## src/common/rv_pkg.sv

```systemverilog
// rv32i pipeline shared definitions
// widths, decoded opcode and alu enums, stage register structs

package rv_pkg;

    localparam int xlen       = 32;            // data and address width
    localparam int reg_addr_w = 5;             // 32 architectural registers

    localparam logic [xlen-1:0] nop_instr = 32'h0000_0013;  // addi x0, x0, 0

    // decoded operations
    typedef enum logic [3:0] {
        op_add, op_sub, op_and, op_or, op_slt,
        op_addi, op_lw, op_sw, op_beq, op_jal,
        op_halt, op_nop
    } op_e;

    typedef enum logic [2:0] {alu_add, alu_sub, alu_and, alu_or, alu_slt} alu_op_e;

    typedef enum logic [1:0] {wb_alu, wb_mem, wb_link} wb_sel_e;  // writeback source

    // program load port, word indexed
    typedef struct packed {
        logic            en;
        logic [xlen-1:0] addr;
        logic [xlen-1:0] data;
    } imem_load_t;

    // ============================================================
    // stage registers
    // ============================================================

    typedef struct packed {
        logic [xlen-1:0] instr;
        logic [xlen-1:0] pc;
    } fd_t;

    typedef struct packed {
        alu_op_e alu_op;
        logic    use_imm;  // operand b from immediate
        logic    branch;
        logic    jump;
        logic    mem_wr;
        wb_sel_e wb_sel;
        logic    rf_wr;
        logic    halt;     // ecall marker, rides down to writeback
    } ctrl_t;

    typedef struct packed {
        logic [xlen-1:0]       rs1_data;
        logic [xlen-1:0]       rs2_data;
        logic [xlen-1:0]       imm;
        logic [reg_addr_w-1:0] rs1;
        logic [reg_addr_w-1:0] rs2;
        logic [reg_addr_w-1:0] rd;
        logic [xlen-1:0]       pc;
        ctrl_t                 ctrl;
    } de_t;

    typedef struct packed {
        logic [xlen-1:0]       alu_res;
        logic [xlen-1:0]       store_data;
        logic [reg_addr_w-1:0] rd;
        logic [xlen-1:0]       pc_plus_4;
        logic                  mem_wr;
        wb_sel_e               wb_sel;
        logic                  rf_wr;
        logic                  halt;
    } em_t;

    typedef struct packed {
        logic [xlen-1:0]       alu_res;
        logic [xlen-1:0]       mem_data;
        logic [reg_addr_w-1:0] rd;
        logic [xlen-1:0]       pc_plus_4;
        wb_sel_e               wb_sel;
        logic                  rf_wr;
        logic                  halt;
    } mw_t;

    // one entry per register write at writeback
    typedef struct packed {
        logic                  valid;
        logic [reg_addr_w-1:0] rd;
        logic [xlen-1:0]       data;
    } retire_t;

endpackage

```

## src/decode/reg_file.sv

```systemverilog
// register file
// 31 writable registers, x0 reads zero, writeback bypassed to same-cycle reads

module reg_file (
    input  logic                          clk,
    input  logic                          rst,
    input  logic [rv_pkg::reg_addr_w-1:0] rs1,
    input  logic [rv_pkg::reg_addr_w-1:0] rs2,
    output logic [rv_pkg::xlen-1:0]       rs1_data,
    output logic [rv_pkg::xlen-1:0]       rs2_data,
    input  logic                          wr_en,
    input  logic [rv_pkg::reg_addr_w-1:0] wr_addr,
    input  logic [rv_pkg::xlen-1:0]       wr_data
);

    logic [rv_pkg::xlen-1:0] regs [1:31];  // no storage for x0

    function automatic logic [rv_pkg::xlen-1:0] read_port(
        input logic [rv_pkg::reg_addr_w-1:0] addr
    );
        if (addr == '0) return '0;
        if (wr_en && addr == wr_addr) return wr_data;  // write in flight this cycle
        return regs[addr];
    endfunction

    always_comb begin
        rs1_data = read_port(rs1);
        rs2_data = read_port(rs2);
    end

    always_ff @(posedge clk) begin
        if (rst) begin
            for (int i = 1; i < 32; i++) regs[i] <= '0;
        end else if (wr_en && wr_addr != '0) begin
            regs[wr_addr] <= wr_data;
        end
    end

endmodule

```

## config.mk

```make
export PLATFORM = sky130hd
export DESIGN_NAME = reg_file
export DESIGN_NICKNAME = d
export VERILOG_FILES = /design/src/common/rv_pkg.sv /design/src/decode/reg_file.sv
export SDC_FILE = /design/constraint.sdc
export NUM_CORES = 2
export LEC_CHECK = 0
export BUFFER_PORTS_ARGS = -buffer_cell sky130_fd_sc_hd__buf_2
export CAP_MARGIN = 40
export CORE_AREA = 2 2 556 337
export DETAILED_ROUTE_END_ITERATION = 6
export DIE_AREA = 0 0 558 339
export PLACE_DENSITY = 0.49
export SYNTH_ARGS = -nofsm -noshare
export SYNTH_HDL_FRONTEND = slang
export SYNTH_SLANG_ARGS = --single-unit
```

## constraint.sdc

```tcl
create_clock -name clk -period 1.9 [get_ports clk]
set_input_delay 0.19 -clock clk [delete_from_list [all_inputs] [get_ports clk]]
set_output_delay 0.19 -clock clk [all_outputs]
set_load 0.005 [all_outputs]
```

==> flow_summary.ini <==
[synth]
post-synth-top-count-cell = edfxtp_1
yosysUniqueCellTypes = 51
async_flop_share_pct = 0
yosysTopAreaCellShare_pct = 55.9
syn_area_um2 = 55000
avgSynthCellArea_um2 = 14.5
synth_common_cells = edfxtp_1, and2_1, mux4_2
synth_cells = 3801
synth_edf_count = 1024
yosysTopAreaCell = edfxtp_1
synth_flop_cell = edfxtp_1
synthTopCellsByArea = edfxtp_1, mux4_2, and2_1
yosysSeqAreaShare_pct = 55.9
ys_ff_latch = 1024
yosys_warnings = 0

[detailed_routing]
routedWlPerCell_um = 35.2
firstDrtPassIters = 5
vias_per_cell = 5.71
drc_errors = 0
ant_nets = 0
drt_iter0_drc = 7106
num_vias = 38900
wl_um = 240000

[floorplanning]
initial_utilization_pct = 30.0
core_um2 = 184000
dieArea_um2 = 189000
die_h_um = 339
rows = 122
die_w_um = 558
ios = 114

[power]
total_power_mw = 55.3
p_seq_share_pct = 48.5
p_switching_mw = 15.0
powerDensity_nw_per_um2 = 805
power.clock.fraction_pct = 35.2
ir_drop_uv = 651
p_int_mw = 40.3
p_leak_nw = 24.5
p_comb_share_pct = 16.3
swShare_pct = 27.2

[sta]
fmax_mhz = 346
slew_viol_final = 0
final-hold-violation-count = 0
finalSetupViolations = 64
period_share_pct = 152
holdWs_ns = 0.0345
setup_ws_ns = -0.993
post-route-min-period_ns = 2.89
tns_ns = -46.18
relSlewSlack_pct = 47.9
tightest_slew_ns = 0.782
rsz0062_at_grt = yes

[finish]
synthToLayoutAreaGrowth_pct = 24.7
regMostFlops = regs
largest_register_ffs = 1024
final_nets = 4303
stdcell_area_um2 = 68700
reg.largest.list = regs x1024
final_cells = 6813
drive_above_1_share_pct = 35.0
postLayoutCoreUtil_pct = 37.4

[setup_path]
path_class = register to output port
critPathLaunchType = register
cp_max_fo = 2
arrival_ns = 2.70
worstPathRequired_ns = 1.71
endpoint_kind = output port

[placed_design]
dpl.cell_count = 6608
dpl_worst_slack_ns = -0.801
placed_area_um2 = 64200
place_congestion = 0.913
dp_hpwl_um = 170000
io_buffers = 113

[global_route]
grt_usage_pct = 24.9
grt_pass1_wl_um = 324000
grt-ovfl-total = 0
grt_pass1_vias = 37200
grt_max_degree = 35
antenna_found_initial = 36

[cts]
cts_buffer_depth = 3
clockRootBuffer = clkbuf_16
clock_sinks = 1024
h-tree-depth = 3
cts_buffers = 97
path_clk_slew_ns = 0.07
cts_tree = done

[hold_path]
hp-class = input port to register

[run_status]
status = finished with violations
violations = negative setup slack

[job]
cap_violations = 0
==> final timing paths <==
check | from | end | slack, ns | cells past startpoint
worst max-delay path | regs[22][24] | rs1_data[24] | -0.99 | 6
worst min-delay path | wr_data[23] | regs[0][23] | 0.03 | 2
==> cell type report <==
type,count,area (um2)
Multi-Input combinational cell,2394,23900
Tap cell,2480,3100
Inverter,2,7.51
Clock buffer,120,2560
Fill cell,17300,115000
Antenna cell,8,20.0
Sequential cell,1024,30700
Clock inverter,51,399
Timing Repair Buffer,734,7880
==> worst max-delay path: stages, from the launching register on <==
cell and delay [ns]:
edfxtp_1 0.40, mux4_2 0.54, a22oi_2 0.31, buf_4 0.18
nand2_2 0.05, a221o_1 0.34, buf_2 0.15
==> logic make-up (layout without fill, tap and decap cells) <==
logic type	count (synthesis)	in the layout	share of synthesized area, %
flops	1024	1024	55.9
buf+inv	414	907	3.50
mux	711	711	21.5
compound gates	457	457	6.03
other cells	1	40	0.00681
simple gates	1184	1184	13.0
xor+xnor	10	10	0.159
==> metal layers <==
metal	track usage, %	vias to the layer above	wire length, um
met1	39.4	20400	109000
met5	0	-	38
met3	6.93	290	31100
met4	5.21	6	5290
met2	33.1	2644	94700
li1	-	15500	-
==> power groups by stage <==
stage	clock network (mW)	logic [mW]	registers, mW
6_report	19.4	9.03	26.8
3_3_place_gp	0	8.35	27.2
4_1_cts	19.6	8.76	26.8
5_1_grt	20.4	9.30	26.9
3_5_place_dp	0	8.34	27.2
2_1_floorplan	0	4.11	26.9
==> timing repair <==
action                                  CTS  global route
hold endpoints to repair                102             0
buffers inserted                         13             7
hold buffers                             18             0
resized for setup                       219            58
endpoints found under the setup margin   64            64
pin swaps                               122            45
==> layout by cell type (no fill, tap or decap), drive strengths merged, types with 37 or more instances in the layout <==
| master | n |
|---|---|
| edfxtp | 1024 |
| and2 | 996 |
| buf | 715 |
| mux4 | 375 |
| mux2i | 330 |
| clkbuf | 121 |
| a22oi | 107 |
| nand2 | 64 |
| a21oi | 64 |
| o21ai | 63 |
| nor2 | 49 |
| clkinv | 44 |
| o221ai | 38 |
| o22ai | 37 |
Power figures use the tool's default switching activity.
