==> config.mk <==
export PLATFORM = sky130hd
export DESIGN_NAME = alu
export DESIGN_NICKNAME = d
export VERILOG_FILES = /design/src/common/rv_pkg.sv /design/src/alu.sv
export SDC_FILE = /design/constraint.sdc
export NUM_CORES = 1
export LEC_CHECK = 0
export ABC_AREA = 1
export BUFFER_PORTS_ARGS = -buffer_cell sky130_fd_sc_hd__buf_4
export CAP_MARGIN = 20
export CORE_AREA = 2 2 90 157
export DETAILED_ROUTE_END_ITERATION = 12
export DIE_AREA = 0 0 92 159
export PLACE_DENSITY = 0.65
export SLEW_MARGIN = 20
export SYNTH_ARGS = -nofsm -noshare
export SYNTH_HDL_FRONTEND = slang
export SYNTH_SLANG_ARGS = --single-unit
==> constraint.sdc <==
create_clock -name vclk -period 7.7
set_input_delay 2.31 -clock vclk [all_inputs]
set_output_delay 2.31 -clock vclk [all_outputs]
set_load 0.01 [all_outputs]
==> src/common/rv_pkg.sv <==
// rv32i pipeline shared definitions
// widths, decoded opcode and alu enums, stage register structs

package rv_pkg;

    localparam int xlen       = 32;            // data and address width
    localparam int reg_addr_w = 5;             // 32 architectural registers

    localparam logic [xlen-1:0] nop_instr = 32'h0000_0013;  // addi x0, x0, 0

    // decoded operations
    typedef enum logic [3:0] {
        op_add, op_sub, op_and, op_or, op_slt,
        op_addi, op_lw, op_sw, op_beq, op_jal,
        op_halt, op_nop
    } op_e;

    typedef enum logic [2:0] {alu_add, alu_sub, alu_and, alu_or, alu_slt} alu_op_e;

    typedef enum logic [1:0] {wb_alu, wb_mem, wb_link} wb_sel_e;  // writeback source

    // program load port, word indexed
    typedef struct packed {
        logic            en;
        logic [xlen-1:0] addr;
        logic [xlen-1:0] data;
    } imem_load_t;

    // ============================================================
    // stage registers
    // ============================================================

    typedef struct packed {
        logic [xlen-1:0] instr;
        logic [xlen-1:0] pc;
    } fd_t;

    typedef struct packed {
        alu_op_e alu_op;
        logic    use_imm;  // operand b from immediate
        logic    branch;
        logic    jump;
        logic    mem_wr;
        wb_sel_e wb_sel;
        logic    rf_wr;
        logic    halt;     // ecall marker, rides down to writeback
    } ctrl_t;

    typedef struct packed {
        logic [xlen-1:0]       rs1_data;
        logic [xlen-1:0]       rs2_data;
        logic [xlen-1:0]       imm;
        logic [reg_addr_w-1:0] rs1;
        logic [reg_addr_w-1:0] rs2;
        logic [reg_addr_w-1:0] rd;
        logic [xlen-1:0]       pc;
        ctrl_t                 ctrl;
    } de_t;

    typedef struct packed {
        logic [xlen-1:0]       alu_res;
        logic [xlen-1:0]       store_data;
        logic [reg_addr_w-1:0] rd;
        logic [xlen-1:0]       pc_plus_4;
        logic                  mem_wr;
        wb_sel_e               wb_sel;
        logic                  rf_wr;
        logic                  halt;
    } em_t;

    typedef struct packed {
        logic [xlen-1:0]       alu_res;
        logic [xlen-1:0]       mem_data;
        logic [reg_addr_w-1:0] rd;
        logic [xlen-1:0]       pc_plus_4;
        wb_sel_e               wb_sel;
        logic                  rf_wr;
        logic                  halt;
    } mw_t;

    // one entry per register write at writeback
    typedef struct packed {
        logic                  valid;
        logic [reg_addr_w-1:0] rd;
        logic [xlen-1:0]       data;
    } retire_t;

endpackage

==> src/alu.sv <==
// execute stage alu
// add, sub, and, or, signed slt, plus the equality flag used by beq

module alu (
    input  logic [rv_pkg::xlen-1:0] a,
    input  logic [rv_pkg::xlen-1:0] b,
    input  rv_pkg::alu_op_e         alu_op,
    output logic [rv_pkg::xlen-1:0] result,
    output logic                    equal
);

    logic lt;  // signed compare

    assign lt    = $signed(a) < $signed(b);
    assign equal = (a == b);  // beq keeps use_imm low so b is rs2

    always_comb begin
        case (alu_op)
            rv_pkg::alu_add: result = a + b;
            rv_pkg::alu_sub: result = a - b;
            rv_pkg::alu_and: result = a & b;
            rv_pkg::alu_or:  result = a | b;
            rv_pkg::alu_slt: result = {{(rv_pkg::xlen-1){1'b0}}, lt};
            default:         result = a + b;
        endcase
    end

endmodule

==> results of run 1 <==
## stage by stage
step / total power, mW / utilization / instances / setup slack (ns) / cell area [µm²]
finish: 0.530 / 0.508 / 1401 / 0.845 / 6770
global placement: 0.522 / 0.508 / 1401 / 0.833 / 6770
floorplan: 0.331 / - / 1153 / 1.54 / 5920
CTS: 0.525 / 0.508 / 1401 / 0.840 / 6770
detailed placement: 0.523 / 0.508 / 1401 / 0.847 / 6770
global route: 0.582 / 0.508 / 1401 / 0.622 / 6770
## cell families after synthesis
kind of cell,count (synthesis),synth area share
and+or+nand+nor,607,0.438
AOI/OAI and AO/OA,182,0.171
buffers and inverters,261,0.174
adders and majority gates,98,0.210
xor gates and xnor gates,5,0.00740
## tightest hold or removal path, stage by stage
cell	delay, ns
buf_4	0.08
ha_1	0.15
a21oi_1	0.06
nand3_1	0.08
buf_4	0.11
## cell type report
class / instances / share of cell area
Multi-Input combinational cell: 892 / 0.723
Inverter: 228 / 0.127
Timing Repair Buffer: 107 / 0.119
Tap cell: 174 / 0.0322
## where the power goes
part           switching (mW)  internal, mW
combinational           0.342         0.188
clock                       0             0
sequential                  0             0
total                   0.342         0.188
## routing by layer
metal  vias up  global-route usage
met5         -                   0
met4         0               0.266
met3        98             0.00899
met2       264               0.609
met1      3280               0.283
li1       3777                   -
## cell usage in the layout, fill, tap and decap left out, types with 2 or more instances in the layout
cell	n
nand2_1	304
inv_1	224
nor2_1	130
buf_4	107
nand3_1	106
a21oi_1	99
ha_1	96
o21ai_0	45
nand4_1	19
nor3_1	15
nand2_2	15
o21bai_1	10
nor2_2	7
xor2_1	5
nand3_2	5
o2111ai_1	5
o21ai_1	4
inv_2	4
a211oi_1	3
a21oi_2	3
o211ai_1	2
o21a_1	2
o21ai_2	2
and2_1	2
o22ai_1	2
nor3_2	2
fa_1	2
## worst paths after layout
path              start    endpoint  slack (ns)
setup / recovery   b[0]  result[26]        0.85
hold / removal    b[28]  result[28]        5.10
==> summary.md, run 1 <==
| Metric | Value |
|---|---|
| Status | finished, final reports clean |
| Seq_cells | 0 |
| Final nets | 1394 |
| Worst path slowest cell | fa_1 |
| CP Data Arrival Time | 4.54 ns |
| Post-Syn Nets | 1318 |
| Synthesized area per cell | 5.13 µm² |
| Startpoint Class | input port |
| Hold Worst Slack | 5.10 ns |
| Die Span Y | 159 µm |
| Final min period | 6.85 ns |
| CP peak stage delay | 0.41 ns |
| Top cells by count, synth | nand2_1 (304), inv_1 (224), nor2_1 (131) |
| Vias | 7419 |
| Fmax | 146 MHz |
| DR vias/cell | 5.30 |
| Initial antenna violation count | 0 |
| Core area | 0.0133 mm² |
| # rows | 56 |
| Post-CTS Setup Repair Bufs | 0 |
| CP Class | input port to primary output |
| Worst path most repeated cell | nand2_1 |
| Top Metal Used | met4 |
| Vias in the first global route | 7228 |
| Post-CTS Hold Buffers | 0 |
| Largest net degree at the start of global routing | 33 |
| Total Wirelength | 23500 µm |
| Maximum VDD drop | 32.3 µV |
| Gr ovfl total | 0 |
| Yosys top cell area share | 0.203 |
| Multi-input gate area | 0.00489 mm² |
| Crit. path cell count | 17 |
| Synth warn | 0 |
| Cell Area, Synth | 0.00592 mm² |
| First-pass GRT wire length | 35900 µm |
| CP Buf/Inv Count | 3 |
| Worst path cell trace | buf_4 -> ha_1 -> inv_1 -> fa_1 -> nor2_2 -> nand2_1 -> nand2_2 -> nand2_1 -> nand2_1 -> nand2_1 -> nand2_1 -> nand2_1 -> nand2_1 -> nand2_1 -> nand3_1 -> nand3_1 -> buf_4 |
| Die area | 0.0146 mm² |
| Final setup TNS | 0 ns |
| Largest area contributor in the netlist | ha_1 |
| Wire per inst | 16.8 µm |
| Die Width | 92 µm |
| Met2 Wirelength | 12500 µm |
| Area Overhead vs Synth | 14.4% |
| # setup viols final | 0 |
| Post-CTS Resized | 0 |
| Register area | 0 µm² |
| Final period utilization | 0.890 |
| Drt pass-1 iters | 5 |
| Synth unique cells | 39 |
| Drt drc | 0 |
| Critical-path maximum fanout | 5 |
| Least-Margin Pin Slew | 0.955 ns |
| Initial Utilization | 0.444 |
| IO Pins | 100 |
| Synth Instances | 1153 |
| CP top delay family | simple AND/OR/NAND/NOR gates |
| Maxcap violations | 0 |
| Worst hold path class | input port to primary output |
| RSZ-0062 raised after global routing | no |
| Count leader, synth | nand2_1 |
| Critical Path RT | 5.39 ns |
| Slew margin rel. | 0.363 |
| Layout cells sized above 1 | 0.120 |
| Layout clock buffer count | 0 |
| Worst hold stages | 5 |
| CP Capture Type | primary output |
| Half-perimeter wire length after placement | 20600 µm |
| Post-Route M1 WL | 7760 µm |
| Hold Vio Cnt, Final | 0 |
| DRT antenna net count | 0 |
| Max-slew violations | 0 |
| GR Util All Layers | 0.311 |
| Initial drt markers | 381 |
| Power Density | 78.4 mW/mm² |
| Filler Cells Inserted | 1518 |
| Top post-synthesis cells by area | ha_1 (20%), nand2_1 (19%), inv_1 (14%) |
| LEAKAGE | 3.99 nW |
| Placer Congestion | 1.01 |
| ANT cells | 0 |
| Met3 wire length | 742 µm |
| Sequential cell area fraction in the yosys report | 0 |
| Port Buf Inserts | 100 |
(Power assumes the default switching activity.)
==> run 2: changes to the inputs <==
--- a/config.mk
+++ b/config.mk
@@ -8,11 +8,12 @@
 export ABC_AREA = 1
 export BUFFER_PORTS_ARGS = -buffer_cell sky130_fd_sc_hd__buf_4
 export CAP_MARGIN = 20
-export CORE_AREA = 2 2 90 157
+export CORE_AREA = 2 2 86 149
 export DETAILED_ROUTE_END_ITERATION = 12
-export DIE_AREA = 0 0 92 159
-export PLACE_DENSITY = 0.65
+export DIE_AREA = 0 0 88 151
+export PLACE_DENSITY = 0.71
 export SLEW_MARGIN = 20
 export SYNTH_ARGS = -nofsm -noshare
 export SYNTH_HDL_FRONTEND = slang
 export SYNTH_SLANG_ARGS = --single-unit
+export TNS_END_PERCENT = 100
==> run 2 against run 1 <==
Compared with the run above: via count decreased by 0.24%; critical path type unchanged; total power increased by 0.25%; clock-buffer cell count unchanged; combinational power about the same; global-route usage increased by 4.6 points; sequential share of layout area unchanged; worst hold slack got worse by 0.0092 ns; die area decreased by 9.2%; cell count decreased by 0.64%.
==> summary.md, run 2 (synthesis gave the netlist of run 1 again) <==
| Metric | Value |
|---|---|
| Status | finished, final reports clean |
| Port Buf Inserts | 100 (unchanged) |
| Area Overhead vs Synth | 14.2% |
| Largest net degree at the start of global routing | 33 (unchanged) |
| Worst path most repeated cell | nand2_1 |
| IO Pins | 100 (unchanged) |
| Critical Path RT | 5.39 ns (about the same) |
| Initial antenna violation count | 0 (unchanged) |
| Total Wirelength | 23700 µm (+1.0%) |
| Final nets | 1394 (unchanged) |
| Drt drc | 0 (unchanged) |
| DRT antenna net count | 0 (unchanged) |
| Slew margin rel. | 0.349 (-0.0140) |
| Maxcap violations | 0 (unchanged) |
| CP peak stage delay | 0.43 ns (+0.02 ns) |
| Core area | 0.0120 mm² (-9.8%) |
| Commonest non-fill, non-tap cell in the layout | nand2_1 |
| Worst path cell trace | buf_4 -> ha_1 -> inv_1 -> fa_1 -> nor2_2 -> nand2_1 -> nand2_2 -> nand2_1 -> nand2_1 -> nand2_1 -> nand2_2 -> xor2_1 -> nand2_1 -> nand3_1 -> buf_4 |
| GR Util All Layers | 0.357 (+0.0458) |
| Die Span Y | 151 µm (-5.0%) |
| Post-Route Utilization | 0.563 (+0.0545) |
| Power Density | 78.7 mW/mm² (+0.41%) |
| Fmax | 144 MHz (-1.4%) |
| Most frequent cells in the layout | nand2_1 (304), inv_1 (224), nor2_1 (130) |
| Half-perimeter wire length after placement | 20500 µm (-0.67%) |
| Post-CTS Hold Buffers | 0 (unchanged) |
| Drt pass-1 iters | 5 (unchanged) |
| LEAKAGE | 3.99 nW (unchanged) |
| ANT cells | 0 (unchanged) |
| Vias in the first global route | 7243 (+0.21%) |
| CP top delay family | simple AND/OR/NAND/NOR gates |
| Worst hold stages | 5 (unchanged) |
| Hold Vio Cnt, Final | 0 (unchanged) |
| Crit. path cell count | 15 (-2) |
| Post-CTS Setup Repair Bufs | 0 (unchanged) |
| Die area | 0.0133 mm² (-9.2%) |
| Die Width | 88 µm (-4.3%) |
| Initial Utilization | 0.493 (+0.0485) |
| Final setup margin | 0.749 ns (-0.0961 ns) |
| Layout clock buffer count | 0 (unchanged) |
| RSZ-0062 raised after global routing | no |
| Vias | 7401 (-0.24%) |
| Tot Pwr | 0.532 mW (+0.25%) |
| Max-slew violations | 0 (unchanged) |
| CP Class | input port to primary output |
| Final setup TNS | 0 ns (unchanged) |
| DR vias/cell | 5.32 (+0.40%) |
| Final min period | 6.95 ns (+0.0961 ns) |
| Post-CTS Resized | 0 (unchanged) |
| CP Capture Type | primary output |
| Startpoint Class | input port |
| Worst slack at placement | 0.809 ns (-0.0380 ns) |
| Final period utilization | 0.903 (+0.0125) |
| # setup viols final | 0 (unchanged) |
| Worst path slowest cell | fa_1 |
| Seq_cells | 0 (unchanged) |
| Initial drt markers | 368 (-3.4%) |
| # rows | 53 (-5.4%) |
| Placer Congestion | 1.01 (+0.28%) |
| CP Buf/Inv Count | 3 (unchanged) |
| Worst hold path class | input port to primary output |
| CP Data Arrival Time | 4.64 ns (+0.10 ns) |
| Layout cells sized above 1 | 0.120 (unchanged) |
| Least-Margin Pin Slew | 0.976 ns (+0.0209 ns) |
| First-pass GRT wire length | 36100 µm (+0.56%) |
| Maximum VDD drop | 43.8 µV (+36%) |
| Wire per inst | 17.1 µm (+1.7%) |
| Register area | 0 µm² (unchanged) |
| Gr ovfl total | 0 (unchanged) |
| Critical-path maximum fanout | 5 (unchanged) |
[run 2: cell type report]
class / count / area (µm²)
fill: 1364 / 5250
multi-input combinational: 892 / 4890
inverter: 228 / 856
timing repair buffer: 107 / 803
tap: 165 / 206
[run 2: per-stage QoR]
step,instances,instance area [µm²],hold slack (ns)
finish,1392,6750,5.10
CTS,1392,6750,5.10
floorplan,1153,5920,4.86
global placement,1392,6750,5.09
detailed placement,1392,6750,5.10
global route,1392,6750,5.13
[run 2: routing by layer]
layer	wire [µm]	up-vias	part of all wire	global-route usage
met3	1030	98	0.043	0.0251
met1	7860	3243	0.33	0.332
met5	0	-	0	0
met2	12600	279	0.53	0.685
li1	-	3781	-	-
met4	2290	0	0.096	0.281
[run 2: worst min-delay path, delay by kind of cell]
family,cells,cell delay [ns]
buf+inv,2,0.19
fa+ha+maj,1,0.15
simple gates,1,0.07
compound gates,1,0.06
[run 2: report_power, final]
part           internal, mW  leakage (nW)  switching, mW
combinational         0.188          3.99          0.343
clock                     0             0              0
sequential                0             0              0
[run 2: worst paths after layout]
check / from / to / slack [ns]
min: b[27] / result[27] / 5.10
max: b[0] / result[14] / 0.75
