--- src/common/rv_pkg.sv ---
// rv32i pipeline shared definitions
// widths, decoded opcode and alu enums, stage register structs

package rv_pkg;

    localparam int xlen       = 32;            // data and address width
    localparam int reg_addr_w = 5;             // 32 architectural registers

    localparam logic [xlen-1:0] nop_instr = 32'h0000_0013;  // addi x0, x0, 0

    // decoded operations
    typedef enum logic [3:0] {
        op_add, op_sub, op_and, op_or, op_slt,
        op_addi, op_lw, op_sw, op_beq, op_jal,
        op_halt, op_nop
    } op_e;

    typedef enum logic [2:0] {alu_add, alu_sub, alu_and, alu_or, alu_slt} alu_op_e;

    typedef enum logic [1:0] {wb_alu, wb_mem, wb_link} wb_sel_e;  // writeback source

    // program load port, word indexed
    typedef struct packed {
        logic            en;
        logic [xlen-1:0] addr;
        logic [xlen-1:0] data;
    } imem_load_t;

    // ============================================================
    // stage registers
    // ============================================================

    typedef struct packed {
        logic [xlen-1:0] instr;
        logic [xlen-1:0] pc;
    } fd_t;

    typedef struct packed {
        alu_op_e alu_op;
        logic    use_imm;  // operand b from immediate
        logic    branch;
        logic    jump;
        logic    mem_wr;
        wb_sel_e wb_sel;
        logic    rf_wr;
        logic    halt;     // ecall marker, rides down to writeback
    } ctrl_t;

    typedef struct packed {
        logic [xlen-1:0]       rs1_data;
        logic [xlen-1:0]       rs2_data;
        logic [xlen-1:0]       imm;
        logic [reg_addr_w-1:0] rs1;
        logic [reg_addr_w-1:0] rs2;
        logic [reg_addr_w-1:0] rd;
        logic [xlen-1:0]       pc;
        ctrl_t                 ctrl;
    } de_t;

    typedef struct packed {
        logic [xlen-1:0]       alu_res;
        logic [xlen-1:0]       store_data;
        logic [reg_addr_w-1:0] rd;
        logic [xlen-1:0]       pc_plus_4;
        logic                  mem_wr;
        wb_sel_e               wb_sel;
        logic                  rf_wr;
        logic                  halt;
    } em_t;

    typedef struct packed {
        logic [xlen-1:0]       alu_res;
        logic [xlen-1:0]       mem_data;
        logic [reg_addr_w-1:0] rd;
        logic [xlen-1:0]       pc_plus_4;
        wb_sel_e               wb_sel;
        logic                  rf_wr;
        logic                  halt;
    } mw_t;

    // one entry per register write at writeback
    typedef struct packed {
        logic                  valid;
        logic [reg_addr_w-1:0] rd;
        logic [xlen-1:0]       data;
    } retire_t;

endpackage

--- src/forwarding_unit.sv ---
// execute operand forwarding and branch resolution
// memory stage beats writeback, taken branch or jump redirects fetch

module forwarding_unit (
    input  rv_pkg::de_t             de,
    input  rv_pkg::em_t             em,
    input  logic [rv_pkg::xlen-1:0] mem_data,   // async dmem read of the memory stage
    input  logic [rv_pkg::xlen-1:0] wb_data,
    input  rv_pkg::mw_t             mw,
    input  logic                    equal,
    output logic [rv_pkg::xlen-1:0] op_a,
    output logic [rv_pkg::xlen-1:0] op_b,
    output logic [rv_pkg::xlen-1:0] store_data,
    output logic                    redirect,
    output logic [rv_pkg::xlen-1:0] target,
    output logic                    flush
);

    logic [rv_pkg::xlen-1:0] mem_fwd;  // value the memory stage will write back
    logic [rv_pkg::xlen-1:0] rs1_fwd, rs2_fwd;

    always_comb begin
        case (em.wb_sel)
            rv_pkg::wb_mem:  mem_fwd = mem_data;     // load result forwarded to next instr
            rv_pkg::wb_link: mem_fwd = em.pc_plus_4;
            default:         mem_fwd = em.alu_res;
        endcase
    end

    function automatic logic [rv_pkg::xlen-1:0] pick(
        input logic [rv_pkg::reg_addr_w-1:0] rs,
        input logic [rv_pkg::xlen-1:0]       rf_data
    );
        if (em.rf_wr && em.rd != '0 && em.rd == rs) return mem_fwd;  // youngest first
        if (mw.rf_wr && mw.rd != '0 && mw.rd == rs) return wb_data;
        return rf_data;
    endfunction

    always_comb begin
        rs1_fwd = pick(de.rs1, de.rs1_data);
        rs2_fwd = pick(de.rs2, de.rs2_data);
    end

    assign op_a       = rs1_fwd;
    assign op_b       = de.ctrl.use_imm ? de.imm : rs2_fwd;
    assign store_data = rs2_fwd;

    // ============================================================
    // branch and jump resolution
    // ============================================================
    assign redirect = (de.ctrl.branch && equal) || de.ctrl.jump;
    assign target   = de.pc + de.imm;  // beq and jal are both pc relative
    assign flush    = redirect;        // kills fetch and decode slots

endmodule

--- config.mk ---
export PLATFORM = sky130hd
export DESIGN_NAME = forwarding_unit
export DESIGN_NICKNAME = d
export VERILOG_FILES = /design/src/common/rv_pkg.sv /design/src/forwarding_unit.sv
export SDC_FILE = /design/constraint.sdc
export NUM_CORES = 1
export LEC_CHECK = 0
export BUFFER_PORTS_ARGS = -buffer_cell sky130_fd_sc_hd__buf_2
export CAP_MARGIN = 25
export CORE_AREA = 2 2 215 217
export DETAILED_ROUTE_END_ITERATION = 7
export DIE_AREA = 0 0 217 219
export MAX_ROUTING_LAYER = met4
export PLACE_DENSITY_LB_ADDON = 0.05
export RECOVER_POWER = 25
export SYNTH_ARGS = -nofsm -noshare
export SYNTH_HDL_FRONTEND = slang
export SYNTH_SLANG_ARGS = --single-unit
export TNS_END_PERCENT = 1
--- constraint.sdc ---
create_clock -name vclk -period 6.2
set_input_delay 0.62 -clock vclk [all_inputs]
set_output_delay 0.62 -clock vclk [all_outputs]
set_load 0.01 [all_outputs]
==> results.yml, run 1 <==
worst_hold_path:
  hold_class: "in -> out"
  whs_path_depth: 3
  min_from: "de[5]"
finish:
  area_delta_synth_final_pct: 58.6
  drive_gt1_share_pct: 43.3
  fill_cells: 5386
  final_common_cell: "buf_2"
  fin_nets: 1473
  seq_area_sq_um: 0
  multi_input_area_sq_um: 4230
  final_area_sq_um: 7130
  layout.cells.most_common_list: "386 x buf_2, 100 x a21oi_1, 64 x mux2i_1"
  final_util_pct: 15.8
  design.seq.count: 0
  clkbuf_count: 0
place:
  dpl_cell_area_sq_um: 7180
  dp_slack_ps: 2000
  gp_congestion: 0.789
  dpl.hpwl_um: 31000
  numPortBuffers: 414
global_route:
  grt_pass1_vias: 6475
  grt_max_degree: 41
  grt_use_met3_pct: 2.18
  grt_pass1_wl_um: 47700
  overflow: 0
  antenna_found_initial: 6
  use_met2_pct: 22.3
  grt.total_usage_pct: 14.1
  top_usage_layer: "met2"
  grt_util_met1_pct: 19.7
power_and_ir_drop:
  clkPwrFrac_pct: 0
  powerDensity_nw_per_um2: 96.1
  swShare_pct: 59.6
  ir_drop_uv: 27.1
  p_seq_share_pct: 0
  p_int_uw: 277
  p_comb_share_pct: 100.0
  p_leak_uw: 0.00328
  power_switching_uw: 408
timing:
  setup_tns_ps: 0
  worstMarginPinSlew_ps: 1960
  fmax_ghz: 0.230
  final.min_clock_period_ps: 4340
  slew_headroom_pct: -30.9
  setup_viol: 0
  fin_ws_ps: 1860
  period_share_pct: 70.0
  rsz0062_at_grt: "false"
  worst_hold_slack_ps: 1550
  slew_viol_final: 41
  finalHoldViolations: 0
synthesis:
  seq_area_frac_synth_pct: 0
  synth_cells: 629
  synth_cell_type_count: 53
  avgSynthCellArea_sq_um: 7.15
  yosysWarningCount: 0
  synth_fp_nets: 1093
  netlist_area_sq_um: 4500
die:
  die_y_um: 219
  die_w_um: 217
  num_rows: 78
  dieArea_sq_um: 47500
  ios: 560
  core_sq_um: 45100
  initial_core_util_pct: 9.97
job:
  cap_violations: 1
critical_path:
  critPathLaunch: "mw[36]"
  cp.arrival_ps: 3720
  worst_ep_required_time_ps: 5580
  crit_slowest_cell: "clkbuf_1"
  critPathKind: "in -> out"
  max_stage_delay_ps: 1460
  path_cells: "buf_2 > xnor2_1 > nand3_1 > nor4_1 > clkbuf_1 > and2b_1 > a211oi_1 > a21oi_1 > buf_2"
  cpMostUsedCell: "buf_2"
  worstSetupEndpointType: "output port"
  start_kind: "input pin"
  crit_fanout: 40
drt:
  viasPerCell: 3.91
  detail-route-antenna-nets: 0
  wl_per_cell_um: 21.7
  routed_wl_um: 35000
  drtIter0Drc: 227
  num_vias: 6312
  route.detailed.drc: 0
  drt_first_pass_iters: 5
run_status:
  violations: "capacitance limit, slew limit"
  status: "finished with violations"
clock_network:
  cts-resized-gates: 0
  holdBufCountCts: 0
  postCtsSetupBuffers: 0
-- area by class of cell --
class / count / area share [%]
Multi-Input combinational cell: 575 / 59.3
Inverter: 8 / 0.421
Timing Repair Buffer: 424 / 29.5
Tap cell: 600 / 10.5
Antenna cell: 7 / 0.246
-- through the flow --
step	total power, uW	cells
finish	685	1614
global route	754	1612
CTS	707	1607
detailed placement	703	1607
global placement	711	1607
floorplan	364	629
-- power groups by stage --
stage / Clock (uW) / Combinational [uW] / Sequential, uW
after floorplan: 0 / 364 / 0
after global placement: 0 / 711 / 0
after detailed placement: 0 / 703 / 0
after CTS: 0 / 707 / 0
after global routing: 0.000108 / 754 / 0
final: 0.0000439 / 685 / 0
-- worst paths after layout --
path,endpoint,slack [ps]
worst min-delay path,flush,1550
worst max-delay path,op_a[19],1860
-- metal layers --
metal / part of all wire [%] / wire length (um)
met1: 48 / 16700
met2: 46 / 16300
met3: 5.3 / 1850
met4: 0.42 / 146
met5: 0 / 0
-- cells by family after synthesis --
kind of cell	synth area share, %
mux	22.8
compound gates	34.6
buf+inv	5.73
simple gates	18.4
fa+ha+maj	9.63
xor+xnor	8.96
-- cells in the mapped netlist, types with 2 or more instances --
cell type / instances / area [sq um]
a211o_1: 2 / 17.5
a211oi_1: 39 / 293
a21o_1: 9 / 67.6
a21oi_1: 100 / 500
a22oi_1: 32 / 240
a311oi_1: 3 / 26.3
and2b_1: 8 / 60.1
and3_1: 4 / 25.0
buf_1: 5 / 18.8
buf_2: 5 / 25.0
buf_6: 6 / 67.6
clkbuf_1: 29 / 109
ha_1: 33 / 413
inv_1: 8 / 30.0
mux2_2: 34 / 383
mux2i_1: 64 / 641
nand2_1: 26 / 97.6
nand2b_1: 3 / 18.8
nand3_1: 18 / 90.1
nand4_1: 3 / 18.8
nor2_1: 47 / 176
nor2b_1: 28 / 175
nor3_1: 7 / 35.0
nor4_1: 2 / 12.5
nor4_4: 2 / 42.5
o211ai_1: 9 / 67.6
o21a_1: 6 / 45.0
o21ai_0: 18 / 90.1
o21bai_1: 3 / 22.5
o221ai_1: 2 / 17.5
o31a_1: 2 / 17.5
o31ai_1: 4 / 30.0
or3_1: 3 / 18.8
or4_1: 2 / 15.0
xnor2_1: 24 / 210
xor2_1: 22 / 193
-- critical path: cells and delay by family --
family / cells / cell delay [ps]
xor gates and xnor gates: 1 / 150
and+or+nand+nor: 3 / 860
buffers and inverters: 3 / 1770
AOI/OAI and AO/OA: 2 / 290
Power figures use the tool's default switching activity.
==> run 2: changes to the inputs <==
- ABC_AREA: unset -> 1
- CORE_AREA: 2 2 215 217 -> 2 2 219 221
- DIE_AREA: 0 0 217 219 -> 0 0 221 223
- clock period: 6.2 -> 3.9 ns (I/O delays scaled with it)
==> run 2 against run 1 <==
  * The run now ends clean
  * Total power rose by 70%
  * Utilization grew 1.2 points
  * Setup slack worse by 1200 ps
  * Routed wire length increased by 18%
  * Hold slack got worse by 460 ps
  * Non-clock buffer count is 5 higher
  * Final cell count up 26%
  * Flip-flop and latch count unchanged
  * Highest routed layer unchanged
  * Cell area up 13%
  * Via count is 27% higher
  * Combinational power rose by 71%
  * First-iteration DRC count increased by 69%
==> results.yml, run 2 <==
finish:
  drive_gt1_share_pct: 29.0
  layout.cells.most_common_list: "383 x buf_2, 333 x nand2_1, 156 x nand3_1"
  final_common_cell: "buf_2"
  fin_nets: 1874
  fill_cells: 5719
  area_delta_synth_final_pct: 51.8
  seq_area_sq_um: 0
  final_area_sq_um: 8030
  final_util_pct: 17.0
  clkbuf_count: 0
  design.seq.count: 0
critical_path:
  critPathTopFamily: "simple AND/OR/NAND/NOR gates"
  crit_buf_inv: 3
  path_cells: "buf_2 > xnor2_1 > nand2_1 > nor3_2 > nand3_1 > buf_12 > nand3_1 > o21ai_0 > buf_2"
  max_stage_delay_ps: 900
  critPathKind: "in -> out"
  worstSetupEndpointType: "output port"
  start_kind: "input pin"
  crit_fanout: 34
  cp.arrival_ps: 2820
  crit_slowest_cell: "nand3_1"
  worst_ep_required_time_ps: 3510
drt:
  wl_per_cell_um: 20.4
  routed_wl_um: 41400
  route.detailed.drc: 0
  detail-route-antenna-nets: 0
  viasPerCell: 3.96
  num_vias: 8031
  drtIter0Drc: 384
  drt_first_pass_iters: 4
synthesis:
  synth_fp_nets: 1494
  yosysMostFrequentCell: "nand2_1"
  synth_common_cells: "333 x nand2_1, 155 x nand3_1, 142 x inv_1, 43 x nor2_1, 36 x a21oi_1"
  synth_xor_area_share_pct: 5.80
  synth_cell_type_count: 30
  netlist_area_sq_um: 5290
  synth_top_area_cell: "nand2_1"
  yosysWarningCount: 0
  seq_area_frac_synth_pct: 0
  synth-compound-area-share_pct: 14.2
  synthMuxAreaShare_pct: 6.06
  synthAdderAreaFrac_pct: 8.19
  synth_top_family_by_area: "simple AND/OR/NAND/NOR gates"
  synthDominantCellAreaShare_pct: 23.7
  synth_cells: 1030
  synthSimpleGateAreaFrac_pct: 51.1
  avgSynthCellArea_sq_um: 5.13
  synth_area_leaders: "nand2_1 24%, nand3_1 15%, inv_1 10%"
timing:
  setup_viol: 0
  worstMarginPinSlew_ps: 1290
  fmax_ghz: 0.311
  rsz0062_at_grt: "false"
  period_share_pct: 82.3
  finalHoldViolations: 0
  slew_headroom_pct: 13.5
  slew_viol_final: 0
  final.min_clock_period_ps: 3210
  setup_tns_ps: 0
place:
  gp_congestion: 0.843
  dpl_cell_area_sq_um: 8030
  dpl.hpwl_um: 36300
  numPortBuffers: 414
power_and_ir_drop:
  powerDensity_nw_per_um2: 145
  finalPower_uw: 1170
  ir_drop_uv: 83.0
  p_leak_uw: 0.00470
global_route:
  grt_pass1_vias: 8212
  overflow: 0
  antenna_found_initial: 4
  grt.total_usage_pct: 16.4
  grt_max_degree: 35
  grt_pass1_wl_um: 58600
die:
  die_y_um: 223
  initial_core_util_pct: 11.2
  ios: 560
  die_w_um: 221
  core_sq_um: 47100
  num_rows: 80
  dieArea_sq_um: 49300
clock_network:
  cts-resized-gates: 0
  holdBufCountCts: 0
  postCtsSetupBuffers: 0
job:
  cap_violations: 0
run_status:
  status: "finished, final reports clean"
worst_hold_path:
  hold_class: "in -> out"
==> run 2: changes by cell type after synthesis, moves of 34 or more <==
cell	change
inv_1	+134
nand2_1	+307
a211oi_1	-39
a21oi_1	-64
mux2_2	-34
nand3_1	+137
==> run 2: worst min-delay path: cells and delay by family <==
kind                   cells  cell delay (ps)
buffers and inverters      2              210
AOI/OAI and AO/OA          1               80
==> run 2: cell families after synthesis <==
family	Yosys count
buf+inv	195
compound gates	124
fa+ha+maj	34
simple gates	610
mux	32
xor+xnor	35
==> run 2: worst paths after layout <==
kind / from / end / cells after the start
worst max-delay path: em[37] / op_a[29] / 9
worst min-delay path: de[5] / flush / 3
==> run 2: where the power goes <==
part           switching (uW)  internal [uW]  leakage (uW)
Sequential                  0              0             0
Clock                       0       0.000138  0.0000000254
Combinational             740            427       0.00470
Total                     740            427       0.00470
==> run 2: metrics by stage <==
stage          hold slack (ps)  cells  setup slack (ps)
2_1_floorplan              895   1030              1750
3_3_place_gp              1050   2022               730
3_5_place_dp              1060   2022               729
4_1_cts                   1060   2022               725
5_1_grt                   1110   2027               405
6_report                  1080   2027               689
==> run 2: metal layers <==
| metal | vias up | track usage [%] | part of all wire (%) |
|---|---|---|---|
| met3 | 4 | 2.02 | 4.4 |
| met4 | 0 | 0.520 | 0.22 |
| met1 | 3676 | 22.8 | 49 |
| met2 | 228 | 26.6 | 46 |
| met5 | - | - | 0 |
| li1 | 4123 | - | - |
==> run 2: final cells by class <==
cell class	count	area, sq um	area share, %
diodes	4	10.0	0.125
inverters	144	541	6.74
multi-input cells	835	4530	56.4
well taps	615	769	9.59
repair buffers	429	2180	27.1
