==> config.mk <==
export PLATFORM = sky130hd
export DESIGN_NAME = instr_decoder
export DESIGN_NICKNAME = d
export VERILOG_FILES = /design/src/common/rv_pkg.sv /design/src/decode/instr_decoder.sv
export SDC_FILE = /design/constraint.sdc
export NUM_CORES = 1
export LEC_CHECK = 0
export ABC_AREA = 1
export ABC_CLOCK_PERIOD_IN_PS = 6300
export BUFFER_PORTS_ARGS = -buffer_cell sky130_fd_sc_hd__clkbuf_2
export CORE_AREA = 2 2 58 60
export DETAILED_ROUTE_END_ITERATION = 10
export DIE_AREA = 0 0 60 62
export PLACE_DENSITY = 0.88
export SLEW_MARGIN = 15
export SYNTH_ARGS = -nofsm -noshare
export SYNTH_HDL_FRONTEND = slang
export SYNTH_SLANG_ARGS = --single-unit
==> constraint.sdc <==
create_clock -name vclk -period 6.3
set_clock_uncertainty 0.1 [all_clocks]
set_input_delay 1.89 -clock vclk [all_inputs]
set_output_delay 1.89 -clock vclk [all_outputs]
set_load 0.01 [all_outputs]
==> src/common/rv_pkg.sv <==
// rv32i pipeline shared definitions
// widths, decoded opcode and alu enums, stage register structs

package rv_pkg;

    localparam int xlen       = 32;            // data and address width
    localparam int reg_addr_w = 5;             // 32 architectural registers

    localparam logic [xlen-1:0] nop_instr = 32'h0000_0013;  // addi x0, x0, 0

    // decoded operations
    typedef enum logic [3:0] {
        op_add, op_sub, op_and, op_or, op_slt,
        op_addi, op_lw, op_sw, op_beq, op_jal,
        op_halt, op_nop
    } op_e;

    typedef enum logic [2:0] {alu_add, alu_sub, alu_and, alu_or, alu_slt} alu_op_e;

    typedef enum logic [1:0] {wb_alu, wb_mem, wb_link} wb_sel_e;  // writeback source

    // program load port, word indexed
    typedef struct packed {
        logic            en;
        logic [xlen-1:0] addr;
        logic [xlen-1:0] data;
    } imem_load_t;

    // ============================================================
    // stage registers
    // ============================================================

    typedef struct packed {
        logic [xlen-1:0] instr;
        logic [xlen-1:0] pc;
    } fd_t;

    typedef struct packed {
        alu_op_e alu_op;
        logic    use_imm;  // operand b from immediate
        logic    branch;
        logic    jump;
        logic    mem_wr;
        wb_sel_e wb_sel;
        logic    rf_wr;
        logic    halt;     // ecall marker, rides down to writeback
    } ctrl_t;

    typedef struct packed {
        logic [xlen-1:0]       rs1_data;
        logic [xlen-1:0]       rs2_data;
        logic [xlen-1:0]       imm;
        logic [reg_addr_w-1:0] rs1;
        logic [reg_addr_w-1:0] rs2;
        logic [reg_addr_w-1:0] rd;
        logic [xlen-1:0]       pc;
        ctrl_t                 ctrl;
    } de_t;

    typedef struct packed {
        logic [xlen-1:0]       alu_res;
        logic [xlen-1:0]       store_data;
        logic [reg_addr_w-1:0] rd;
        logic [xlen-1:0]       pc_plus_4;
        logic                  mem_wr;
        wb_sel_e               wb_sel;
        logic                  rf_wr;
        logic                  halt;
    } em_t;

    typedef struct packed {
        logic [xlen-1:0]       alu_res;
        logic [xlen-1:0]       mem_data;
        logic [reg_addr_w-1:0] rd;
        logic [xlen-1:0]       pc_plus_4;
        wb_sel_e               wb_sel;
        logic                  rf_wr;
        logic                  halt;
    } mw_t;

    // one entry per register write at writeback
    typedef struct packed {
        logic                  valid;
        logic [reg_addr_w-1:0] rd;
        logic [xlen-1:0]       data;
    } retire_t;

endpackage

==> src/decode/instr_decoder.sv <==
// instruction decoder
// rv32i subset to op enum, control struct, register fields and immediate

module instr_decoder (
    input  logic [rv_pkg::xlen-1:0]       instr,
    input  logic [rv_pkg::xlen-1:0]       pc,
    output logic [rv_pkg::reg_addr_w-1:0] rs1,
    output logic [rv_pkg::reg_addr_w-1:0] rs2,
    output logic [rv_pkg::reg_addr_w-1:0] rd,
    output logic [rv_pkg::xlen-1:0]       imm,
    output rv_pkg::op_e                   op,
    output rv_pkg::ctrl_t                 ctrl
);

    logic [6:0]              opcode;
    logic [2:0]              funct3;
    logic [6:0]              funct7;
    logic [rv_pkg::xlen-1:0] imm_i, imm_s, imm_b, imm_j;

    assign opcode = instr[6:0];
    assign funct3 = instr[14:12];
    assign funct7 = instr[31:25];
    assign rs1    = instr[19:15];
    assign rs2    = instr[24:20];
    assign rd     = instr[11:7];   // unused by sw/beq since rf_wr stays low

    assign imm_i = {{20{instr[31]}}, instr[31:20]};
    assign imm_s = {{20{instr[31]}}, instr[31:25], instr[11:7]};
    assign imm_b = {{19{instr[31]}}, instr[31], instr[7], instr[30:25], instr[11:8], 1'b0};
    assign imm_j = {{11{instr[31]}}, instr[31], instr[19:12], instr[20], instr[30:21], 1'b0};

    // opcode and funct decode, anything unrecognised is a bubble
    always_comb begin
        op = rv_pkg::op_nop;
        if (pc[1:0] == 2'b00 && instr != rv_pkg::nop_instr) begin  // misaligned fetch never issues
            case (opcode)
                7'b0110011: begin
                    if (funct7 == 7'b0000000) begin
                        case (funct3)
                            3'b000:  op = rv_pkg::op_add;
                            3'b111:  op = rv_pkg::op_and;
                            3'b110:  op = rv_pkg::op_or;
                            3'b010:  op = rv_pkg::op_slt;
                            default: op = rv_pkg::op_nop;
                        endcase
                    end else if (funct7 == 7'b0100000 && funct3 == 3'b000) begin
                        op = rv_pkg::op_sub;
                    end
                end
                7'b0010011: if (funct3 == 3'b000) op = rv_pkg::op_addi;
                7'b0000011: if (funct3 == 3'b010) op = rv_pkg::op_lw;
                7'b0100011: if (funct3 == 3'b010) op = rv_pkg::op_sw;
                7'b1100011: if (funct3 == 3'b000) op = rv_pkg::op_beq;
                7'b1101111: op = rv_pkg::op_jal;
                7'b1110011: if (instr[31:7] == '0) op = rv_pkg::op_halt;  // ecall only
                default:    op = rv_pkg::op_nop;
            endcase
        end
    end

    // control fields per op
    always_comb begin
        ctrl = '0;     // alu_add, wb_alu, nothing written
        imm  = imm_i;
        case (op)
            rv_pkg::op_sub: ctrl.alu_op = rv_pkg::alu_sub;
            rv_pkg::op_and: ctrl.alu_op = rv_pkg::alu_and;
            rv_pkg::op_or:  ctrl.alu_op = rv_pkg::alu_or;
            rv_pkg::op_slt: ctrl.alu_op = rv_pkg::alu_slt;
            default:        ctrl.alu_op = rv_pkg::alu_add;
        endcase
        case (op)
            rv_pkg::op_add, rv_pkg::op_sub, rv_pkg::op_and,
            rv_pkg::op_or, rv_pkg::op_slt: ctrl.rf_wr = 1'b1;
            rv_pkg::op_addi: begin
                ctrl.use_imm = 1'b1;
                ctrl.rf_wr   = 1'b1;
            end
            rv_pkg::op_lw: begin
                ctrl.use_imm = 1'b1;  // address = rs1 + imm_i
                ctrl.wb_sel  = rv_pkg::wb_mem;
                ctrl.rf_wr   = 1'b1;
            end
            rv_pkg::op_sw: begin
                ctrl.use_imm = 1'b1;
                ctrl.mem_wr  = 1'b1;
                imm          = imm_s;
            end
            rv_pkg::op_beq: begin
                ctrl.branch = 1'b1;   // compares rs1 and rs2 through the alu equal flag
                imm         = imm_b;
            end
            rv_pkg::op_jal: begin
                ctrl.jump   = 1'b1;   // target formed in execute
                ctrl.wb_sel = rv_pkg::wb_link;
                ctrl.rf_wr  = 1'b1;
                imm         = imm_j;
            end
            rv_pkg::op_halt: ctrl.halt = 1'b1;
            default: ;
        endcase
    end

endmodule

==> flow_summary_export.csv, run 1 <==
group,metric,value,unit
synth,yosysMostFrequentCell,"nand2_1",
global_route,gr-usage-met1,23.03,%
worst_setup_path,critPathArrivalTime,3.70,ns
synth,synth_fp_nets,304,
synth,avgSynthCellArea,4.927,um2
cells_and_area,nFlopsAndLatches,0,
floorplanning,die_h,62,um
cells_and_area,n_antenna_cell,0,
hold_path,hold_path_end,"imm[6]",
cells_and_area,final_area,1468,um2
worst_setup_path,cp-start-kind,"input port",
hold_path,hp-class,"in2out",
global_route,grt_max_degree,18,
cells_and_area,nNetsFinal,368,
timing,min_period,5.690,ns
synth,synth_area,1182,um2
synth,ys_seq_area_share,0,%
timing,finalCritPeriodShare,90.32,%
global_route,grt_busiest_layer,"met2",
global_route,grt_pass1_wl,4802,um
hold_path,min_path_cells,2,
timing,setup_viol,0,
job,max-cap-violations,0,
global_route,grt_overflow_total,0,
worst_setup_path,critPathKind,"in2out",
worst_setup_path,endpoint_kind,"primary output",
routing,drc,0,
routing,drt-initial-drc-count,62,
power,combPwrFrac,100.0,%
timing,rsz0062_at_grt,"no",
global_route,grt_pass1_vias,1182,
synth,synth_common_cells,"nand2_1 (70), nor2_1 (42), buf_4 (33)",
power,power.leakage,0.9245,nW
synth,synth_top_cell_by_area,"nand2_1",
power,seq_power_share,0,%
global_route,grtUsageMet2,27.48,%
timing,fmax,175.7,MHz
floorplanning,core_area,3179,um2
worst_setup_path,required,4.31,ns
cells_and_area,nFillCells,351,
floorplanning,start_util,37.19,%
floorplanning,io_pins,126,
power,p_clk_share,0,%
timing,slew_viol_final,0,
cells_and_area,clkbuf_count,0,
timing,tightest_slew,0.3126,ns
global_route,grt_usage,15.71,%
power,p_int,0.02660,mW
routing,detail-route-antenna-nets,0,
power,p_per_area,46.46,nW/um2
place,hpwlAfterDp,2692,um
routing,vias,1570,
timing,final.setup.tns,0,ns
cells_and_area,seq_area,0,um2
place,placed_area,1468,um2
place,portBuffers,96,
synth,yosysUniqueCellTypes,19,
power,switching_share,60.99,%
hold_path,hold_start,"instr[26]",
synth,yosys_warnings,0,
clocking,ctsResizeCount,0,
synth,synth_top_area_share,22.22,%
global_route,antenna_found_initial,0,
synth,synthesis.instances,240,
routing,drt_wl_total,3097,um
cells_and_area,drive_gt1_share,37.75,%
routing,drt_first_pass_iters,4,
place,gp_congestion,0.8075,
timing,finalHoldViolations,0,
power,p_sw,0.04158,mW
timing,fin_ws,0.6098,ns
floorplanning,rows,21,
timing,slew_headroom,79.00,%
place,dp_slack,0.6157,ns
floorplanning,dieArea,3720,um2
floorplanning,dieWidth,60,um
routing,via_per_inst,4.511,
worst_setup_path,worstPathMaxFanout,17,
synth,synthTopCellsByArea,"nand2_1 (22%), buf_4 (21%), nor2_1 (13%)",
global_route,met3_usage,0,%
clocking,postCtsHoldBufs,0,
cells_and_area,synthToLayoutAreaGrowth,24.13,%
clocking,postCtsSetupRepairBufs,0,
routing,wl_per_cell,8.899,um
status,status,"complete, no violations",
power,ir_drop,0.01303,mV
[cell type report]
cell class	count	area [um2]	area share [%]
inverters	35	131.4	8.951
multi-input cells	171	798.3	54.39
well taps	46	57.56	3.922
repair buffers	96	480.5	32.74
[power by group through the flow]
| stage | clock network [mW] | registers (mW) | logic [mW] |
|---|---|---|---|
| 6_report | 0 | 0 | 0.0682 |
| 5_1_grt | 0 | 0 | 0.0773 |
| 4_1_cts | 0 | 0 | 0.0686 |
| 3_5_place_dp | 0 | 0 | 0.0684 |
| 3_3_place_gp | 0 | 0 | 0.0674 |
| 2_1_floorplan | 0 | 0 | 0.0467 |
[placed cells by master (no fill, tap or decap), drive strengths merged]
cell type  count
o21ai          6
nand2         73
inv           35
nand3         25
nand3b         1
a21oi          1
o211ai         1
clkbuf        96
nand4          5
nor2          50
nor3           9
[per-stage QoR]
| stage | std cells | util [%] | hold WS [ns] | power (mW) |
|---|---|---|---|---|
| 2_1_floorplan | 240 | - | 3.772 | 0.04669 |
| 3_3_place_gp | 348 | 46.16 | 3.894 | 0.06739 |
| 3_5_place_dp | 348 | 46.16 | 3.897 | 0.06835 |
| 4_1_cts | 348 | 46.16 | 3.897 | 0.06858 |
| 5_1_grt | 348 | 46.16 | 3.905 | 0.07728 |
| 6_report | 348 | 46.16 | 3.895 | 0.06818 |
[per-layer routing]
| metal | vias up | share of wire [%] |
|---|---|---|
| li1 | 844 | - |
| met1 | 648 | 44 |
| met3 | 0 | 8.0 |
| met4 | 0 | 0 |
| met2 | 78 | 48 |
| met5 | - | 0 |
[worst max path at each step]
stage               from      end  slack (ns)  cells past startpoint
3_5_place_dp   instr[31]  imm[17]        0.62                     13
2_1_floorplan   instr[1]   imm[1]        1.08                     10
5_1_grt        instr[31]  imm[15]        0.32                     13
6_report       instr[31]  imm[17]        0.61                     13
4_1_cts        instr[31]  imm[17]        0.61                     13
3_3_place_gp   instr[31]  imm[12]        0.67                     13
[worst max-delay path: stages]
cell and delay [ns]:
clkbuf_2 0.21, nor2_1 0.14, nand2_1 0.06, nor2_1 0.21
nand2_1 0.08, nand3_1 0.11, nand4_1 0.18, nor2_4 0.22
nand2_2 0.12, nor2_4 0.20, nand2_1 0.08, nand2_1 0.07
clkbuf_2 0.13
[cells by family after synthesis]
kind of cell / synth area share, %
and+or+nand+nor: 63.91
buffers and inverters: 32.49
AOI/OAI and AO/OA: 3.598
Power figures use the tool's default switching activity.
==> inputs of run 2 (changes only) <==
--- a/config.mk
+++ b/config.mk
@@ -8,9 +8,9 @@
 export ABC_AREA = 1
 export ABC_CLOCK_PERIOD_IN_PS = 6300
 export BUFFER_PORTS_ARGS = -buffer_cell sky130_fd_sc_hd__clkbuf_2
-export CORE_AREA = 2 2 58 60
+export CORE_AREA = 2 2 42 82
 export DETAILED_ROUTE_END_ITERATION = 10
-export DIE_AREA = 0 0 60 62
+export DIE_AREA = 0 0 44 84
 export PLACE_DENSITY = 0.88
 export SLEW_MARGIN = 15
 export SYNTH_ARGS = -nofsm -noshare
==> run 2 against run 1 <==
  * Worst hold slack about the same
  * Maximum frequency decreased by 0.23%
  * Global-route usage increased by 1.8 points
  * Via count is 0.32% higher
  * Count of clock-buffer cells in the layout stayed put
  * Combinational power grew 0.7%
==> flow_summary_export.csv, run 2 (synthesis results as in run 1) <==
group,metric,value,unit
status,status,"complete, no violations",
routing,drt_wl_total,3276,um
power,power.leakage,0.9245,nW
global_route,grt_max_degree,18,
routing,wl_per_cell,9.838,um
worst_setup_path,critPathKind,"in2out",
worst_setup_path,critPathArrivalTime,3.71,ns
global_route,grt_pass1_vias,1391,
timing,final.setup.tns,0,ns
cells_and_area,final_cells,333,
routing,detail-route-antenna-nets,0,
global_route,grt_pass1_wl,5347,um
worst_setup_path,cp_num_buf_inv,2,
timing,finalCritPeriodShare,90.53,%
power,ir_drop,0.02869,mV
floorplanning,io_pins,126,
timing,setup_viol,0,
hold_path,hp-class,"in2out",
cells_and_area,nNetsFinal,368,
cells_and_area,nFlopsAndLatches,0,
cells_and_area,multi_input_area,798.3,um2
place,portBuffers,96,
floorplanning,dieWidth,44,um
hold_path,hold_path_end,"imm[7]",
cells_and_area,synthToLayoutAreaGrowth,22.54,%
cells_and_area,seq_area,0,um2
global_route,grt_overflow_total,0,
clocking,postCtsSetupRepairBufs,0,
cells_and_area,layout_commonest_cell,"clkbuf_2",
floorplanning,start_util,37.89,%
worst_setup_path,required,4.31,ns
routing,via_per_inst,4.730,
hold_path,hold_start,"instr[27]",
timing,rsz0062_at_grt,"no",
routing,drc,0,
place,gp_congestion,0.8474,
timing,slew_headroom,79.38,%
timing,tightest_slew,0.3093,ns
timing,min_period,5.703,ns
worst_setup_path,cpPeakStageDelay,0.22,ns
worst_setup_path,critPathMostFrequentCell,"nand2_1",
floorplanning,die_h,84,um
clocking,ctsResizeCount,0,
routing,vias,1575,
floorplanning,dieArea,3696,um2
timing,finalHoldViolations,0,
timing,slew_viol_final,0,
cells_and_area,final_cell_mix,"clkbuf_2 (96), nand2_1 (70), nor2_1 (42)",
cells_and_area,drive_gt1_share,37.75,%
cells_and_area,n_antenna_cell,0,
routing,drt_first_pass_iters,4,
place,dp_cells,333,
clocking,postCtsHoldBufs,0,
global_route,antenna_found_initial,0,
floorplanning,core_area,3120,um2
cells_and_area,nFillCells,346,
worst_setup_path,endpoint_kind,"primary output",
worst_setup_path,critPathSlowestCell,"clkbuf_2",
worst_setup_path,critPathTopFamily,"simple AND/OR/NAND/NOR gates",
worst_setup_path,worstPathMaxFanout,17,
power,p_per_area,47.43,nW/um2
cells_and_area,postLayoutCoreUtil,46.43,%
timing,fmax,175.3,MHz
cells_and_area,clkbuf_count,0,
job,max-cap-violations,0,
worst_setup_path,cp_cell_sequence,"clkbuf_2 -> nor2_1 -> nand2_1 -> nor2_1 -> nand2_1 -> o21ai_1 -> nand3_1 -> nor2_4 -> nand3_2 -> nand2_2 -> nand2_1 -> nand2_1 -> clkbuf_2",
hold_path,min_path_cells,2,
worst_setup_path,cp-start-kind,"input port",
routing,drt-initial-drc-count,16,
floorplanning,rows,29,
place,hpwlAfterDp,2883,um
global_route,grt_usage,17.48,%
==> run 2: power by group <==
group	internal [mW]	switching, mW
registers	0	0
clock network	0	0
logic	0.0266	0.0421
==> run 2: how the worst max path moves through the flow <==
stage	cells after the start	startpoint	slack [ns]	end
after global routing	13	instr[31]	0.29	imm[13]
final	13	instr[31]	0.60	imm[3]
after detailed placement	13	instr[31]	0.60	imm[12]
after global placement	13	instr[31]	0.62	imm[12]
after floorplan	10	instr[1]	1.08	imm[1]
after CTS	13	instr[31]	0.59	imm[12]
==> run 2: layer usage <==
metal	global-route usage, %	share of wire, %	routed length, um	vias up
met5	0	0	0	-
met1	17.27	35	1156	666
met2	34.09	56	1832	55
met3	0.4329	4.7	153	12
li1	-	-	-	842
met4	8.264	4.1	133	0
==> run 2: area by class of cell <==
cell class / count / area share [%]
Inverter: 35 / 9.067
Multi-Input combinational cell: 171 / 55.10
Tap cell: 31 / 2.677
Timing Repair Buffer: 96 / 33.16
==> run 2: metrics by stage <==
step | setup slack [ns] | hold WS (ns) | instance area (um2) | power (mW)
2_1_floorplan | 1.079 | 3.772 | 1182 | 0.04669
3_3_place_gp | 0.6205 | 3.897 | 1449 | 0.06809
3_5_place_dp | 0.6026 | 3.897 | 1449 | 0.06900
4_1_cts | 0.5858 | 3.897 | 1449 | 0.06920
5_1_grt | 0.2869 | 3.903 | 1449 | 0.07647
6_report | 0.5967 | 3.895 | 1449 | 0.06871
==> inputs of run 3 (changes only) <==
--- a/config.mk
+++ b/config.mk
@@ -5,12 +5,11 @@
 export SDC_FILE = /design/constraint.sdc
 export NUM_CORES = 1
 export LEC_CHECK = 0
-export ABC_AREA = 1
 export ABC_CLOCK_PERIOD_IN_PS = 6300
 export BUFFER_PORTS_ARGS = -buffer_cell sky130_fd_sc_hd__clkbuf_2
-export CORE_AREA = 2 2 42 82
+export CORE_AREA = 2 2 54 56
 export DETAILED_ROUTE_END_ITERATION = 10
-export DIE_AREA = 0 0 44 84
+export DIE_AREA = 0 0 56 58
 export PLACE_DENSITY = 0.88
 export SLEW_MARGIN = 15
 export SYNTH_ARGS = -nofsm -noshare
==> run 3 against run 2 <==
  * Global-route usage decreased by 1.0 points
  * Cell area decreased by 15%
  * Final cell count decreased by 28%
  * Count of clock-buffer cells in the layout unchanged
  * Sequential share of layout area unchanged
  * Critical path depth decreased by 4
  * Worst hold slack got worse by 0.013 ns
  * Flip-flop and latch count unchanged
  * Worst setup slack got worse by 0.42 ns
  * Non-clock buffer count increased by 10
  * Largest cell class unchanged
  * Total power decreased by 13%
==> flow_summary_export.csv, run 3 <==
group,metric,value,unit
worst_setup_path,critPathSlowestCell,"a2111o_1",
worst_setup_path,cp-start-kind,"input port",
routing,drt_wl_total,2834,um
worst_setup_path,cp_num_buf_inv,2,
clocking,postCtsSetupRepairBufs,0,
cells_and_area,drive_gt1_share,56.94,%
routing,drt_first_pass_iters,4,
hold_path,hold_start,"instr[27]",
timing,slew_headroom,73.88,%
worst_setup_path,endpoint_kind,"primary output",
power,ir_drop,0.02637,mV
global_route,grt_usage,16.43,%
timing,fmax,163.2,MHz
cells_and_area,final_cell_mix,"clkbuf_2 (96), nand2_1 (23), buf_4 (10)",
worst_setup_path,cp_cell_sequence,"clkbuf_2 -> nand2b_1 -> or2_4 -> a2111o_1 -> a311oi_4 -> nand2_2 -> o22ai_4 -> mux2_2 -> clkbuf_2",
timing,tightest_slew,0.3877,ns
global_route,antenna_found_initial,0,
cells_and_area,nFlopsAndLatches,0,
synth,synthesis.instances,137,
hold_path,min_path_cells,2,
place,portBuffers,96,
worst_setup_path,cpPeakStageDelay,0.48,ns
hold_path,hold_path_end,"imm[7]",
routing,vias,1180,
floorplanning,die_h,58,um
power,p_per_area,48.75,nW/um2
worst_setup_path,worstPathMaxFanout,6,
global_route,grt_max_degree,15,
floorplanning,dieArea,3248,um2
floorplanning,start_util,33.41,%
cells_and_area,final_cells,240,
place,dp_cells,240,
synth,synth_area,889.6,um2
synth,yosys_warnings,0,
hold_path,hp-class,"in2out",
place,hpwlAfterDp,2549,um
routing,drt-initial-drc-count,42,
cells_and_area,synthToLayoutAreaGrowth,38.40,%
global_route,grt_pass1_wl,4554,um
floorplanning,rows,19,
timing,slew_viol_final,0,
synth,ys_seq_area_share,0,%
worst_setup_path,startpoint,"instr[4]",
cells_and_area,layout_commonest_cell,"clkbuf_2",
power,power.leakage,0.6967,nW
timing,min_period,6.127,ns
timing,finalHoldViolations,0,
power,p_int,0.02650,mW
synth,synth_common_cells,"buf_4 (33), nand2_1 (23), nor3_1 (8), nor4_1 (8), inv_1 (7)",
timing,finalCritPeriodShare,97.25,%
timing,final.setup.tns,0,ns
power,power,0.06002,mW
cells_and_area,nNetsFinal,275,
worst_setup_path,critPathArrivalTime,4.14,ns
worst_setup_path,critPathMostFrequentCell,"clkbuf_2",
synth,synth_fp_nets,201,
worst_setup_path,critPathTopFamily,"compound AO/OA/AOI/OAI gates",
timing,setup_viol,0,
cells_and_area,clkbuf_count,0,
floorplanning,core_area,2663,um2
power,switching_share,55.84,%
cells_and_area,nFillCells,308,
synth,avgSynthCellArea,6.493,um2
routing,drc,0,
power,seq_power_share,0,%
synth,synth_top_cell_by_area,"buf_4",
status,status,"complete, no violations",
synth,yosysUniqueCellTypes,40,
synth,yosysMostFrequentCell,"buf_4",
routing,via_per_inst,4.917,
floorplanning,io_pins,126,
synth,synth_top_area_share,27.85,%
power,combPwrFrac,100.0,%
power,p_sw,0.03351,mW
cells_and_area,postLayoutCoreUtil,46.24,%
cells_and_area,seq_area,0,um2
worst_setup_path,required,4.31,ns
synth,synthTopCellsByArea,"buf_4 (28%), nand2_1 (9.7%), nor4_1 (5.6%)",
cells_and_area,n_antenna_cell,0,
worst_setup_path,critPathKind,"in2out",
place,gp_congestion,0.8107,
power,p_clk_share,0,%
global_route,grt_overflow_total,0,
routing,wl_per_cell,11.81,um
clocking,postCtsHoldBufs,0,
floorplanning,dieWidth,56,um
global_route,grt_pass1_vias,1011,
clocking,ctsResizeCount,0,
job,max-cap-violations,0,
timing,rsz0062_at_grt,"no",
routing,detail-route-antenna-nets,0,
timing,hold_slack,3.882,ns
## run 3: cell count changes after synthesis, moves of 3 or more
cell / change
nand3_1: -18
mux2_2: +4
nor2_1: -36
nor4_1: +8
inv_1: -25
a21oi_1: +3
and3_1: +5
o21ai_0: -3
nor2_4: -6
nand2_1: -47
nand3_2: -3
nand4_1: -3
## run 3: layout make-up
| class | instances | area [um2] | area share (%) |
|---|---|---|---|
| Inverter | 8 | 30.03 | 2.439 |
| Timing Repair Buffer | 106 | 555.5 | 45.12 |
| Tap cell | 31 | 38.79 | 3.150 |
| Multi-Input combinational cell | 95 | 606.8 | 49.29 |
## run 3: worst max-delay path by stage
stage               slack, ns  depth (start not counted)  endpoint
floorplan                0.51                          7    imm[1]
CTS                      0.17                          9    imm[2]
global placement         0.19                          9    imm[2]
finish                   0.17                          9    imm[2]
detailed placement       0.18                          9    imm[2]
global route             0.06                         11   imm[16]
## run 3: cell families after synthesis
| kind of cell | Yosys count | share of synthesized area (%) |
|---|---|---|
| simple gates | 70 | 41.91 |
| mux | 5 | 6.188 |
| buf+inv | 42 | 31.79 |
| compound gates | 20 | 20.11 |
## run 3: through the flow
stage,instance area [um2],worst slack [ns]
floorplan,889.6,0.5148
global placement,1231,0.1930
detailed placement,1231,0.1794
CTS,1231,0.1704
global route,1231,0.06162
finish,1231,0.1732
## run 3: power by group through the flow
stage | Sequential (mW) | Combinational, mW | Clock (mW)
CTS | 0 | 0.0606 | 0
detailed placement | 0 | 0.0604 | 0
finish | 0 | 0.0600 | 0
floorplan | 0 | 0.0376 | 0
global route | 0 | 0.0662 | 0
global placement | 0 | 0.0592 | 0
## run 3: layer usage
metal  part of all wire, %  GRT usage (%)
met1                    43          22.24
met2                    50          30.42
met3                   6.9         0.8929
met4                     0         0.6803
met5                     0              0
